### src/stats_consts.svh
/*
 * Build-time constants of the block-statistics engine.
 * Included by every RTL file and by the testbench that needs block geometry.
 */
`ifndef STATS_CONSTS_SVH
`define STATS_CONSTS_SVH

// Sample width in bits
`define STATS_DATA_W 8

// Samples per block, must stay a power of two
`define STATS_SAMPLES 64

`define STATS_ADDR_W 6   // log2 of the block size, also the shift for division

`define STATS_VAR_W 16   // Squared difference and variance width, twice the sample width

`define STATS_ACC_W 32   // Sum and sum-of-squares accumulators

`endif

### src/stats_pkg.sv
/*
 * Shared types of the statistics engine.
 * Modules pull these in with a wildcard import inside the module body.
 */
`default_nettype none

package stats_pkg;

	// Sequencer of a reading unit
	typedef enum logic [1:0] {
		ST_IDLE,    // Waiting for its trigger
		ST_WAIT,    // Block read in progress, stb up or in its one-cycle gap
		ST_FINISH   // Last sample taken, result being finalised
	} unit_state_t;

	// Current owner of the sample memory bus
	typedef enum logic [1:0] {
		GNT_NONE,   // Bus free
		GNT_HOST,   // Highest priority
		GNT_VAR,
		GNT_MEAN    // Lowest priority
	} grant_t;

endpackage

`default_nettype wire

### src/mean_unit.sv
/*
 * Read-only Wishbone master that sums one block and divides by shifting.
 * Pulse start to run it; mean_done flags the truncated mean for one cycle.
 */
`default_nettype none
`include "stats_consts.svh"

module mean_unit (
	input  wire logic                     clk,
	input  wire logic                     rst_n,
	input  wire logic                     start,
	// Wishbone master port
	output logic                          cyc,
	output logic                          stb,
	output logic                          we,
	output logic      [`STATS_ADDR_W-1:0] adr,
	output logic      [`STATS_DATA_W-1:0] dat_w,
	input  wire logic [`STATS_DATA_W-1:0] dat_r,
	input  wire logic                     ack,
	// Result
	output logic      [`STATS_DATA_W-1:0] mean,
	output logic                          mean_done
);
	import stats_pkg::*;

	localparam logic [`STATS_ADDR_W-1:0] LAST_ADR = `STATS_ADDR_W'(`STATS_SAMPLES - 1);

	unit_state_t            state;
	logic [`STATS_ACC_W-1:0] acc;      // Running sum of the block
	logic [`STATS_ACC_W-1:0] acc_next;

	assign acc_next = acc + `STATS_ACC_W'(dat_r); // Sum including the byte on the bus

	// Never writes
	assign we    = 1'b0;
	assign dat_w = '0;

	assign mean_done = (state == ST_FINISH); // One cycle, mean already updated

	always_ff @(posedge clk or negedge rst_n) begin
		if (!rst_n) begin
			state <= ST_IDLE;
			cyc   <= 1'b0;
			stb   <= 1'b0;
			adr   <= '0;
			acc   <= '0;
			mean  <= '0;
		end else begin
			case (state)
				ST_IDLE: begin
					if (start) begin
						cyc   <= 1'b1; // Held for the whole block
						stb   <= 1'b1;
						adr   <= '0;
						acc   <= '0;
						state <= ST_WAIT;
					end
				end
				ST_WAIT: begin
					if (!stb) begin
						stb <= 1'b1; // Gap cycle over, next address already set
					end else if (ack) begin
						acc <= acc_next;
						stb <= 1'b0;
						adr <= adr + 1'b1; // Wraps to zero after the last sample
						if (adr == LAST_ADR) begin
							cyc   <= 1'b0; // Let the bus go
							mean  <= `STATS_DATA_W'(acc_next >> `STATS_ADDR_W);
							state <= ST_FINISH;
						end
					end
				end
				ST_FINISH: state <= ST_IDLE;
				default:   state <= ST_IDLE;
			endcase
		end
	end

endmodule

`default_nettype wire

### src/sample_mem.sv
/*
 * Block sample memory with one Wishbone classic slave port.
 * Every access gets a one-cycle registered ack, read data valid with it.
 */
`default_nettype none
`include "stats_consts.svh"

module sample_mem (
	input  wire logic                     clk,
	input  wire logic                     rst_n,
	input  wire logic                     cyc,
	input  wire logic                     stb,
	input  wire logic                     we,
	input  wire logic [`STATS_ADDR_W-1:0] adr,
	input  wire logic [`STATS_DATA_W-1:0] dat_w,
	output logic      [`STATS_DATA_W-1:0] dat_r,
	output logic                          ack
);

	logic [`STATS_DATA_W-1:0] mem [`STATS_SAMPLES]; // One byte per sample
	logic                     req;

	// A held stb right after an ack is not a new request
	assign req = cyc && stb && !ack;

	// Ack is high for exactly one cycle per request
	always_ff @(posedge clk or negedge rst_n) begin
		if (!rst_n) begin
			ack <= 1'b0;
		end else begin
			ack <= req;
		end
	end

	// Storage array and read port
	always_ff @(posedge clk) begin
		if (req) begin
			if (we) begin
				mem[adr] <= dat_w; // Host write
			end
			dat_r <= mem[adr]; // Lands together with ack
		end
	end

endmodule

`default_nettype wire

### src/stats_top.sv
/*
 * Top of the block-statistics engine.
 * Host loads samples over its Wishbone port, pulses start and waits for done.
 */
`default_nettype none
`include "stats_consts.svh"

module stats_top (
	input  wire logic                     clk,
	input  wire logic                     rst_n,
	input  wire logic                     start,
	// Host Wishbone port
	input  wire logic                     host_cyc,
	input  wire logic                     host_stb,
	input  wire logic                     host_we,
	input  wire logic [`STATS_ADDR_W-1:0] host_adr,
	input  wire logic [`STATS_DATA_W-1:0] host_dat_w,
	output logic      [`STATS_DATA_W-1:0] host_dat_r,
	output logic                          host_ack,
	// Status and results
	output logic                          busy,
	output logic                          done,
	output logic      [`STATS_DATA_W-1:0] mean,
	output logic      [`STATS_VAR_W-1:0]  variance
);

	logic                     start_ok;   // Start seen while idle
	logic                     mean_done;
	logic                     var_cyc, var_stb, var_we, var_ack;
	logic [`STATS_ADDR_W-1:0] var_adr;
	logic [`STATS_DATA_W-1:0] var_dat_w, var_dat_r;
	logic                     mean_cyc, mean_stb, mean_we, mean_ack;
	logic [`STATS_ADDR_W-1:0] mean_adr;
	logic [`STATS_DATA_W-1:0] mean_dat_w, mean_dat_r;
	logic                     mem_cyc, mem_stb, mem_we, mem_ack;
	logic [`STATS_ADDR_W-1:0] mem_adr;
	logic [`STATS_DATA_W-1:0] mem_dat_w, mem_dat_r;

	assign start_ok = start && !busy; // A start during a run is dropped

	// Busy spans one full mean plus variance run
	always_ff @(posedge clk or negedge rst_n) begin
		if (!rst_n) begin
			busy <= 1'b0;
		end else if (start_ok) begin
			busy <= 1'b1;
		end else if (done) begin
			busy <= 1'b0;
		end
	end

	sample_mem mem_i (
		.clk(clk), .rst_n(rst_n),
		.cyc(mem_cyc), .stb(mem_stb), .we(mem_we), .adr(mem_adr),
		.dat_w(mem_dat_w), .dat_r(mem_dat_r), .ack(mem_ack)
	);

	wb_arbiter arb_i (
		.clk(clk), .rst_n(rst_n),
		.host_cyc(host_cyc), .host_stb(host_stb), .host_we(host_we), .host_adr(host_adr),
		.host_dat_w(host_dat_w), .host_dat_r(host_dat_r), .host_ack(host_ack),
		.var_cyc(var_cyc), .var_stb(var_stb), .var_we(var_we), .var_adr(var_adr),
		.var_dat_w(var_dat_w), .var_dat_r(var_dat_r), .var_ack(var_ack),
		.mean_cyc(mean_cyc), .mean_stb(mean_stb), .mean_we(mean_we), .mean_adr(mean_adr),
		.mean_dat_w(mean_dat_w), .mean_dat_r(mean_dat_r), .mean_ack(mean_ack),
		.mem_cyc(mem_cyc), .mem_stb(mem_stb), .mem_we(mem_we), .mem_adr(mem_adr),
		.mem_dat_w(mem_dat_w), .mem_dat_r(mem_dat_r), .mem_ack(mem_ack)
	);

	mean_unit mean_i (
		.clk(clk), .rst_n(rst_n), .start(start_ok),
		.cyc(mean_cyc), .stb(mean_stb), .we(mean_we), .adr(mean_adr),
		.dat_w(mean_dat_w), .dat_r(mean_dat_r), .ack(mean_ack),
		.mean(mean), .mean_done(mean_done)
	);

	// Second pass starts as soon as the mean is ready
	variance_unit var_i (
		.clk(clk), .rst_n(rst_n), .mean_done(mean_done), .mean(mean),
		.cyc(var_cyc), .stb(var_stb), .we(var_we), .adr(var_adr),
		.dat_w(var_dat_w), .dat_r(var_dat_r), .ack(var_ack),
		.variance(variance), .done(done)
	);

endmodule

`default_nettype wire

### src/variance_unit.sv
/*
 * Read-only Wishbone master that computes the population variance of a block.
 * Starts on mean_done, squares each difference from the latched mean
 * in a two-stage pipeline and pulses done with the shifted sum.
 */
`default_nettype none
`include "stats_consts.svh"

module variance_unit (
	input  wire logic                     clk,
	input  wire logic                     rst_n,
	input  wire logic                     mean_done,
	input  wire logic [`STATS_DATA_W-1:0] mean,
	// Wishbone master port
	output logic                          cyc,
	output logic                          stb,
	output logic                          we,
	output logic      [`STATS_ADDR_W-1:0] adr,
	output logic      [`STATS_DATA_W-1:0] dat_w,
	input  wire logic [`STATS_DATA_W-1:0] dat_r,
	input  wire logic                     ack,
	// Result
	output logic      [`STATS_VAR_W-1:0]  variance,
	output logic                          done
);
	import stats_pkg::*;

	localparam logic [`STATS_ADDR_W-1:0] LAST_ADR = `STATS_ADDR_W'(`STATS_SAMPLES - 1);

	unit_state_t                      state;
	logic        [`STATS_DATA_W-1:0]  mean_q;   // Mean of the current run
	logic signed [`STATS_DATA_W:0]    diff;     // Sample minus mean, one extra sign bit
	logic signed [2*`STATS_DATA_W+1:0] prod;
	logic        [`STATS_VAR_W-1:0]   sq;       // Square stage
	logic                             sq_vld;
	logic        [`STATS_ACC_W-1:0]   acc;      // Sum of squares
	logic        [`STATS_ACC_W-1:0]   acc_next;
	logic                             take;

	assign take = (state == ST_WAIT) && stb && ack; // Sample accepted this cycle

	// Difference formed straight off the bus in the ack cycle
	assign diff     = $signed({1'b0, dat_r}) - $signed({1'b0, mean_q});
	assign prod     = diff * diff;
	assign acc_next = acc + `STATS_ACC_W'(sq);

	assign we    = 1'b0;
	assign dat_w = '0;

	// Square register, only meaningful when sq_vld is set
	always_ff @(posedge clk) begin
		if (take) begin
			sq <= prod[`STATS_VAR_W-1:0]; // At most 255 squared, upper bits always zero
		end
	end

	always_ff @(posedge clk or negedge rst_n) begin
		if (!rst_n) begin
			state    <= ST_IDLE;
			cyc      <= 1'b0;
			stb      <= 1'b0;
			adr      <= '0;
			mean_q   <= '0;
			sq_vld   <= 1'b0;
			acc      <= '0;
			variance <= '0;
			done     <= 1'b0;
		end else begin
			sq_vld <= take;
			done   <= 1'b0;
			if (sq_vld) begin
				acc <= acc_next; // Accumulate while the next read is pending
			end
			case (state)
				ST_IDLE: begin
					if (mean_done) begin
						mean_q <= mean;
						acc    <= '0; // sq_vld is low here
						cyc    <= 1'b1;
						stb    <= 1'b1;
						adr    <= '0;
						state  <= ST_WAIT;
					end
				end
				ST_WAIT: begin
					if (!stb) begin
						stb <= 1'b1;
					end else if (ack) begin
						stb <= 1'b0;
						adr <= adr + 1'b1;
						if (adr == LAST_ADR) begin
							cyc   <= 1'b0;
							state <= ST_FINISH; // Last square still in flight
						end
					end
				end
				ST_FINISH: begin
					// Last square lands in acc_next, divide by the block size
					variance <= `STATS_VAR_W'(acc_next >> `STATS_ADDR_W);
					done     <= 1'b1;
					state    <= ST_IDLE;
				end
				default: state <= ST_IDLE;
			endcase
		end
	end

endmodule

`default_nettype wire

### src/wb_arbiter.sv
/*
 * Three-master Wishbone classic arbiter in front of the sample memory.
 * Fixed priority host, variance, mean; the owner keeps the bus while cyc stays high.
 */
`default_nettype none
`include "stats_consts.svh"

module wb_arbiter (
	input  wire logic                     clk,
	input  wire logic                     rst_n,
	// Host master
	input  wire logic                     host_cyc,
	input  wire logic                     host_stb,
	input  wire logic                     host_we,
	input  wire logic [`STATS_ADDR_W-1:0] host_adr,
	input  wire logic [`STATS_DATA_W-1:0] host_dat_w,
	output logic      [`STATS_DATA_W-1:0] host_dat_r,
	output logic                          host_ack,
	// Variance unit master
	input  wire logic                     var_cyc,
	input  wire logic                     var_stb,
	input  wire logic                     var_we,
	input  wire logic [`STATS_ADDR_W-1:0] var_adr,
	input  wire logic [`STATS_DATA_W-1:0] var_dat_w,
	output logic      [`STATS_DATA_W-1:0] var_dat_r,
	output logic                          var_ack,
	// Mean unit master
	input  wire logic                     mean_cyc,
	input  wire logic                     mean_stb,
	input  wire logic                     mean_we,
	input  wire logic [`STATS_ADDR_W-1:0] mean_adr,
	input  wire logic [`STATS_DATA_W-1:0] mean_dat_w,
	output logic      [`STATS_DATA_W-1:0] mean_dat_r,
	output logic                          mean_ack,
	// Memory slave
	output logic                          mem_cyc,
	output logic                          mem_stb,
	output logic                          mem_we,
	output logic      [`STATS_ADDR_W-1:0] mem_adr,
	output logic      [`STATS_DATA_W-1:0] mem_dat_w,
	input  wire logic [`STATS_DATA_W-1:0] mem_dat_r,
	input  wire logic                     mem_ack
);
	import stats_pkg::*;

	grant_t grant;      // Registered owner
	grant_t grant_next;

	// Keep the owner while its cyc is up, otherwise pick by priority
	always_comb begin
		grant_next = grant;
		if (!mem_cyc) begin // mem_cyc mirrors the owner's cyc, low when the bus is free
			if (host_cyc) grant_next = GNT_HOST;
			else if (var_cyc) grant_next = GNT_VAR;
			else if (mean_cyc) grant_next = GNT_MEAN;
			else grant_next = GNT_NONE;
		end
	end

	always_ff @(posedge clk or negedge rst_n) begin
		if (!rst_n) begin
			grant <= GNT_NONE;
		end else begin
			grant <= grant_next;
		end
	end

	// Request path follows the current grant without adding a cycle
	always_comb begin
		mem_cyc   = 1'b0;
		mem_stb   = 1'b0;
		mem_we    = 1'b0;
		mem_adr   = '0;
		mem_dat_w = '0;
		case (grant)
			GNT_HOST: begin
				mem_cyc   = host_cyc;
				mem_stb   = host_stb;
				mem_we    = host_we;
				mem_adr   = host_adr;
				mem_dat_w = host_dat_w;
			end
			GNT_VAR: begin
				mem_cyc   = var_cyc;
				mem_stb   = var_stb;
				mem_we    = var_we;
				mem_adr   = var_adr;
				mem_dat_w = var_dat_w;
			end
			GNT_MEAN: begin
				mem_cyc   = mean_cyc;
				mem_stb   = mean_stb;
				mem_we    = mean_we;
				mem_adr   = mean_adr;
				mem_dat_w = mean_dat_w;
			end
			default: ; // Bus idle
		endcase
	end

	// Read data fans out to everyone, only the owner sees ack
	assign host_dat_r = mem_dat_r;
	assign var_dat_r  = mem_dat_r;
	assign mean_dat_r = mem_dat_r;
	assign host_ack   = mem_ack && (grant == GNT_HOST);
	assign var_ack    = mem_ack && (grant == GNT_VAR);
	assign mean_ack   = mem_ack && (grant == GNT_MEAN);

endmodule

`default_nettype wire
### config.mk
export PLATFORM = sky130hd
export DESIGN_NAME = stats_top
export DESIGN_NICKNAME = d
export VERILOG_FILES = /design/src/stats_pkg.sv /design/src/mean_unit.sv /design/src/sample_mem.sv /design/src/stats_top.sv /design/src/variance_unit.sv /design/src/wb_arbiter.sv
export VERILOG_INCLUDE_DIRS = /design/src
export SDC_FILE = /design/constraint.sdc
export NUM_CORES = 1
export LEC_CHECK = 0
export BUFFER_PORTS_ARGS = -buffer_cell sky130_fd_sc_hd__buf_4
export CAP_MARGIN = 0
export CORE_MARGIN = 3
export CORE_UTILIZATION = 34
export DETAILED_ROUTE_END_ITERATION = 7
export GPL_TIMING_DRIVEN = 0
export HOLD_SLACK_MARGIN = 0.15
export PLACE_DENSITY_LB_ADDON = 0.2
export RECOVER_POWER = 25
export SLEW_MARGIN = 20
export SYNTH_ARGS = -nofsm -noshare
export SYNTH_HDL_FRONTEND = slang
export SYNTH_HIERARCHICAL = 1
export SYNTH_SLANG_ARGS = --single-unit
### constraint.sdc
create_clock -name clk -period 14.9 [get_ports clk]
set_input_delay 0.745 -clock clk [delete_from_list [all_inputs] [get_ports clk]]
set_output_delay 0.745 -clock clk [all_outputs]
set_load 0.02 [all_outputs]
==> metrics <==
Clk pin slew, worst setup/hold paths 60 ps; Post-synth ARST share 14.94%; Port Buffer Count 54; CTS Buf Count 73; wire length reported by the detailed router 89860 µm; number of vias in the routed layout 19000; number of synthesized flops with an enable pin 535; status complete, but fails checks; global-route wire length before repair 131000 µm; cell taking the most area after synthesis sky130_fd_sc_hd__edfxtp_1; average size of a mapped cell 13.85 µm²; Total GRT Usage 19.88%; count of state elements after synthesis 629; Max Clk Rate 146.5 MHz; largest fanout on the critical path 7; leftover overflow at the end of global routing 0; clock latency on the worst-skew pair 620 ps; number of inserted filler cells in the final layout 7930; endpoints failing setup 0; setup clock skew after layout 27.63 ps; portion of synthesized cell area occupied by the leading cell type 54.94%; Pre-antenna DRT Iters 6; total of cells resized after clock tree synthesis 0; sequential cell area fraction in the yosys report 62.99%; number of antenna violations at the first check in global routing 1; signed area change from the synthesized netlist to the final layout 14.90%; Placer Congestion 0.8883; Synth area leaders sky130_fd_sc_hd__edfxtp_1 55%, sky130_fd_sc_hd__dfrtp_1 8.0%, sky130_fd_sc_hd__fa_1 3.6%; series of cell instances along the critical path clkbuf_4, inv_1, ha_1, fa_1, nor2b_1, o31a_1, o21ai_2, a21oi_2, nand2_1, fa_1, inv_1, fa_1, fa_1, fa_1, inv_1, fa_1, inv_1, ha_1, o21a_1, nor3_1, nor2_1, o41ai_1, o21ai_0, xnor2_1; Worst slew margin -246.7%; share of layout cells above drive strength 1 15.19%; number of buffers inserted by post-CTS setup repair 0; CP Data Required Time 15240 ps; unrepaired setup endpoints after global routing false; TritonCTS clock tree built; violated checks max-capacitance violations, max-slew violations; slew of the pin with the lowest slew margin 5201 ps; portion of the clock cycle consumed by the worst path in the final layout 45.82%; 1st-iter DRT viols 1927; total I/O pin count 55; multi-input combinational cell area 9625 µm²; warning count from the yosys run 6; top-count cell post-synth sky130_fd_sc_hd__edfxtp_1; leakage power figure 12.16 nW; Synth top cells by count 535 x sky130_fd_sc_hd__edfxtp_1, 184 x sky130_fd_sc_hd__nor2_1, 133 x sky130_fd_sc_hd__nand2_1; residual antenna-violating net count after detailed routing 0; Crit path buffers/inverters 5; die footprint 89550 µm²; floorplan core area 84480 µm²; final antenna diode count 0; post-route minimum period 6828 ps; CP most frequent cell sky130_fd_sc_hd__fa_1; die span in y 299.3 µm; kind of critical path register to register; flip-flop and latch area 18420 µm²; Slowest cell on crit path sky130_fd_sc_hd__fa_1; Initial Utilization 34.61%; floorplan row count 106; horizontal die dimension 299.3 µm; Max-cap violations 6; Sum Neg Setup Slack 0 ps; via count normalized by instance count 5.505; Post-route DRC 0; clock sink count 629; cts-stage hold buffer count 0; count of distinct cell types in the synthesized netlist 94; wire length per cell 26.04 µm; post-synthesis instance area 29240 µm²; buffer depth of the longest clock path 3; Worst setup SP type register; Final HPWL DP 61500 µm; largest net degree at the start of global routing 95; final net count 2401; post-synthesis instance total 2111; Max VDD drop 0.0002859 V; root buffer cell sky130_fd_sc_hd__clkbuf_16; count of final max-slew check failures 336; utilization after layout 39.76%; H-tree depth 3; power density of the placed cells 207.3 nW/µm²; largest stage delay on the critical path 560 ps; min-delay worst type input pin to register; endpoint class of the critical path register; final hold viol count 0; dominant synthesized flop cell sky130_fd_sc_hd__edfxtp_1; number of global-route vias before repair 19120; dominant delay contributor by cell family on the critical path adder cells; arrival time at the worst endpoint 7170 ps
==> logic make-up after synthesis <==
| kind of cell | after synthesis | synth area share [%] |
|---|---|---|
| buffers and inverters | 255 | 4.399 |
| AOI/OAI and AO/OA | 469 | 11.77 |
| adders and majority gates | 120 | 6.496 |
| muxes | 123 | 5.379 |
| and+or+nand+nor | 448 | 6.992 |
| DFF | 629 | 62.99 |
| xor gates and xnor gates | 65 | 1.947 |
| other | 2 | 0.02568 |
==> metal layers <==
| layer | vias to the layer above | wire length, µm | track usage [%] |
|---|---|---|---|
| met5 | - | 12 | 0 |
| met4 | 2 | 2840 | 6.361 |
| met3 | 155 | 7736 | 3.882 |
| met2 | 838 | 42480 | 32.36 |
| met1 | 9747 | 36790 | 26.80 |
| li1 | 8256 | - | - |
==> sequential cells by signal (all words and copies together) (netlist names), 2 cells and up <==
register / cells
mean_i/mean: 8
var_i/adr: 6
mem_i/dat_r: 8
mem_i/mem: 512
mean_i/acc: 14
var_i/sq: 15
var_i/mean_q: 8
var_i/state: 2
var_i/variance: 16
mean_i/adr: 6
arb_i/grant: 2
var_i/acc: 22
mean_i/state: 2
==> area by class of cell <==
class                      instances  area share [%]
timing repair buffer              59           1.419
buffer                           158           2.696
clock inverter                    45           1.426
tap                             1134           4.223
inverter                          97           1.084
sequential                       629           54.82
multi-input combinational       1243           28.65
clock buffer                      86           5.676
==> through the flow <==
step / hold WS [ps] / instances / total power, W / cell area [µm²] / setup slack, ps
finish: 322.5 / 3451 / 0.006963 / 33590 / 8072
global route: 327.4 / 3451 / 0.007452 / 33590 / 7621
CTS: 241.7 / 3451 / 0.007030 / 33710 / 8007
detailed placement: 447.3 / 3320 / 0.005219 / 31320 / 8023
global placement: 453.2 / 3315 / 0.005162 / 31120 / 7994
floorplan: 447.3 / 2127 / 0.004415 / 29300 / 8836
==> report_power, final <==
group | leakage [nW] | internal (W) | switching (W)
clock | 1.15 | 0.00104 | 0.000729
sequential | 6.10 | 0.00212 | 0.0000295
combinational | 4.91 | 0.00129 | 0.00175
==> cells in the final DEF (no fill, tap or decap), types with 58 or more instances in the layout <==
cell type	synthesis	routed
sky130_fd_sc_hd__a21oi_1	61	61
sky130_fd_sc_hd__a22oi_1	78	78
sky130_fd_sc_hd__buf_4	49	101
sky130_fd_sc_hd__clkbuf_1	43	60
sky130_fd_sc_hd__clkbuf_16	0	74
sky130_fd_sc_hd__dfrtp_1	94	94
sky130_fd_sc_hd__edfxtp_1	535	535
sky130_fd_sc_hd__ha_1	67	67
sky130_fd_sc_hd__inv_1	95	95
sky130_fd_sc_hd__mux2i_1	60	60
sky130_fd_sc_hd__nand2_1	133	133
sky130_fd_sc_hd__nor2_1	184	181
sky130_fd_sc_hd__o21ai_0	58	58
==> worst paths after layout <==
check / from / to / slack, ps / depth (start not counted)
worst max-delay path: mem_i/dat_r[0]$_DFFE_PP_ / var_i/sq[15]$_DFFE_PP_ / 8070 / 24
worst max register to register: mem_i/dat_r[0]$_DFFE_PP_ / var_i/sq[15]$_DFFE_PP_ / 8070 / 24
min in group asynchronous: rst_n / mean_i/adr[3]$_DFFE_PN0P_ / 2020 / 1
max in group asynchronous: rst_n / var_i/acc[2]$_DFF_PN0_ / 9950 / 1
worst min register to register: var_i/done$_DFF_PN0_ / busy$_DFFE_PN0P_ / 440 / 1
worst min-delay path: host_cyc / arb_i/grant[1]$_DFFE_PN0N_ / 320 / 2
(Power assumes the default switching activity.)
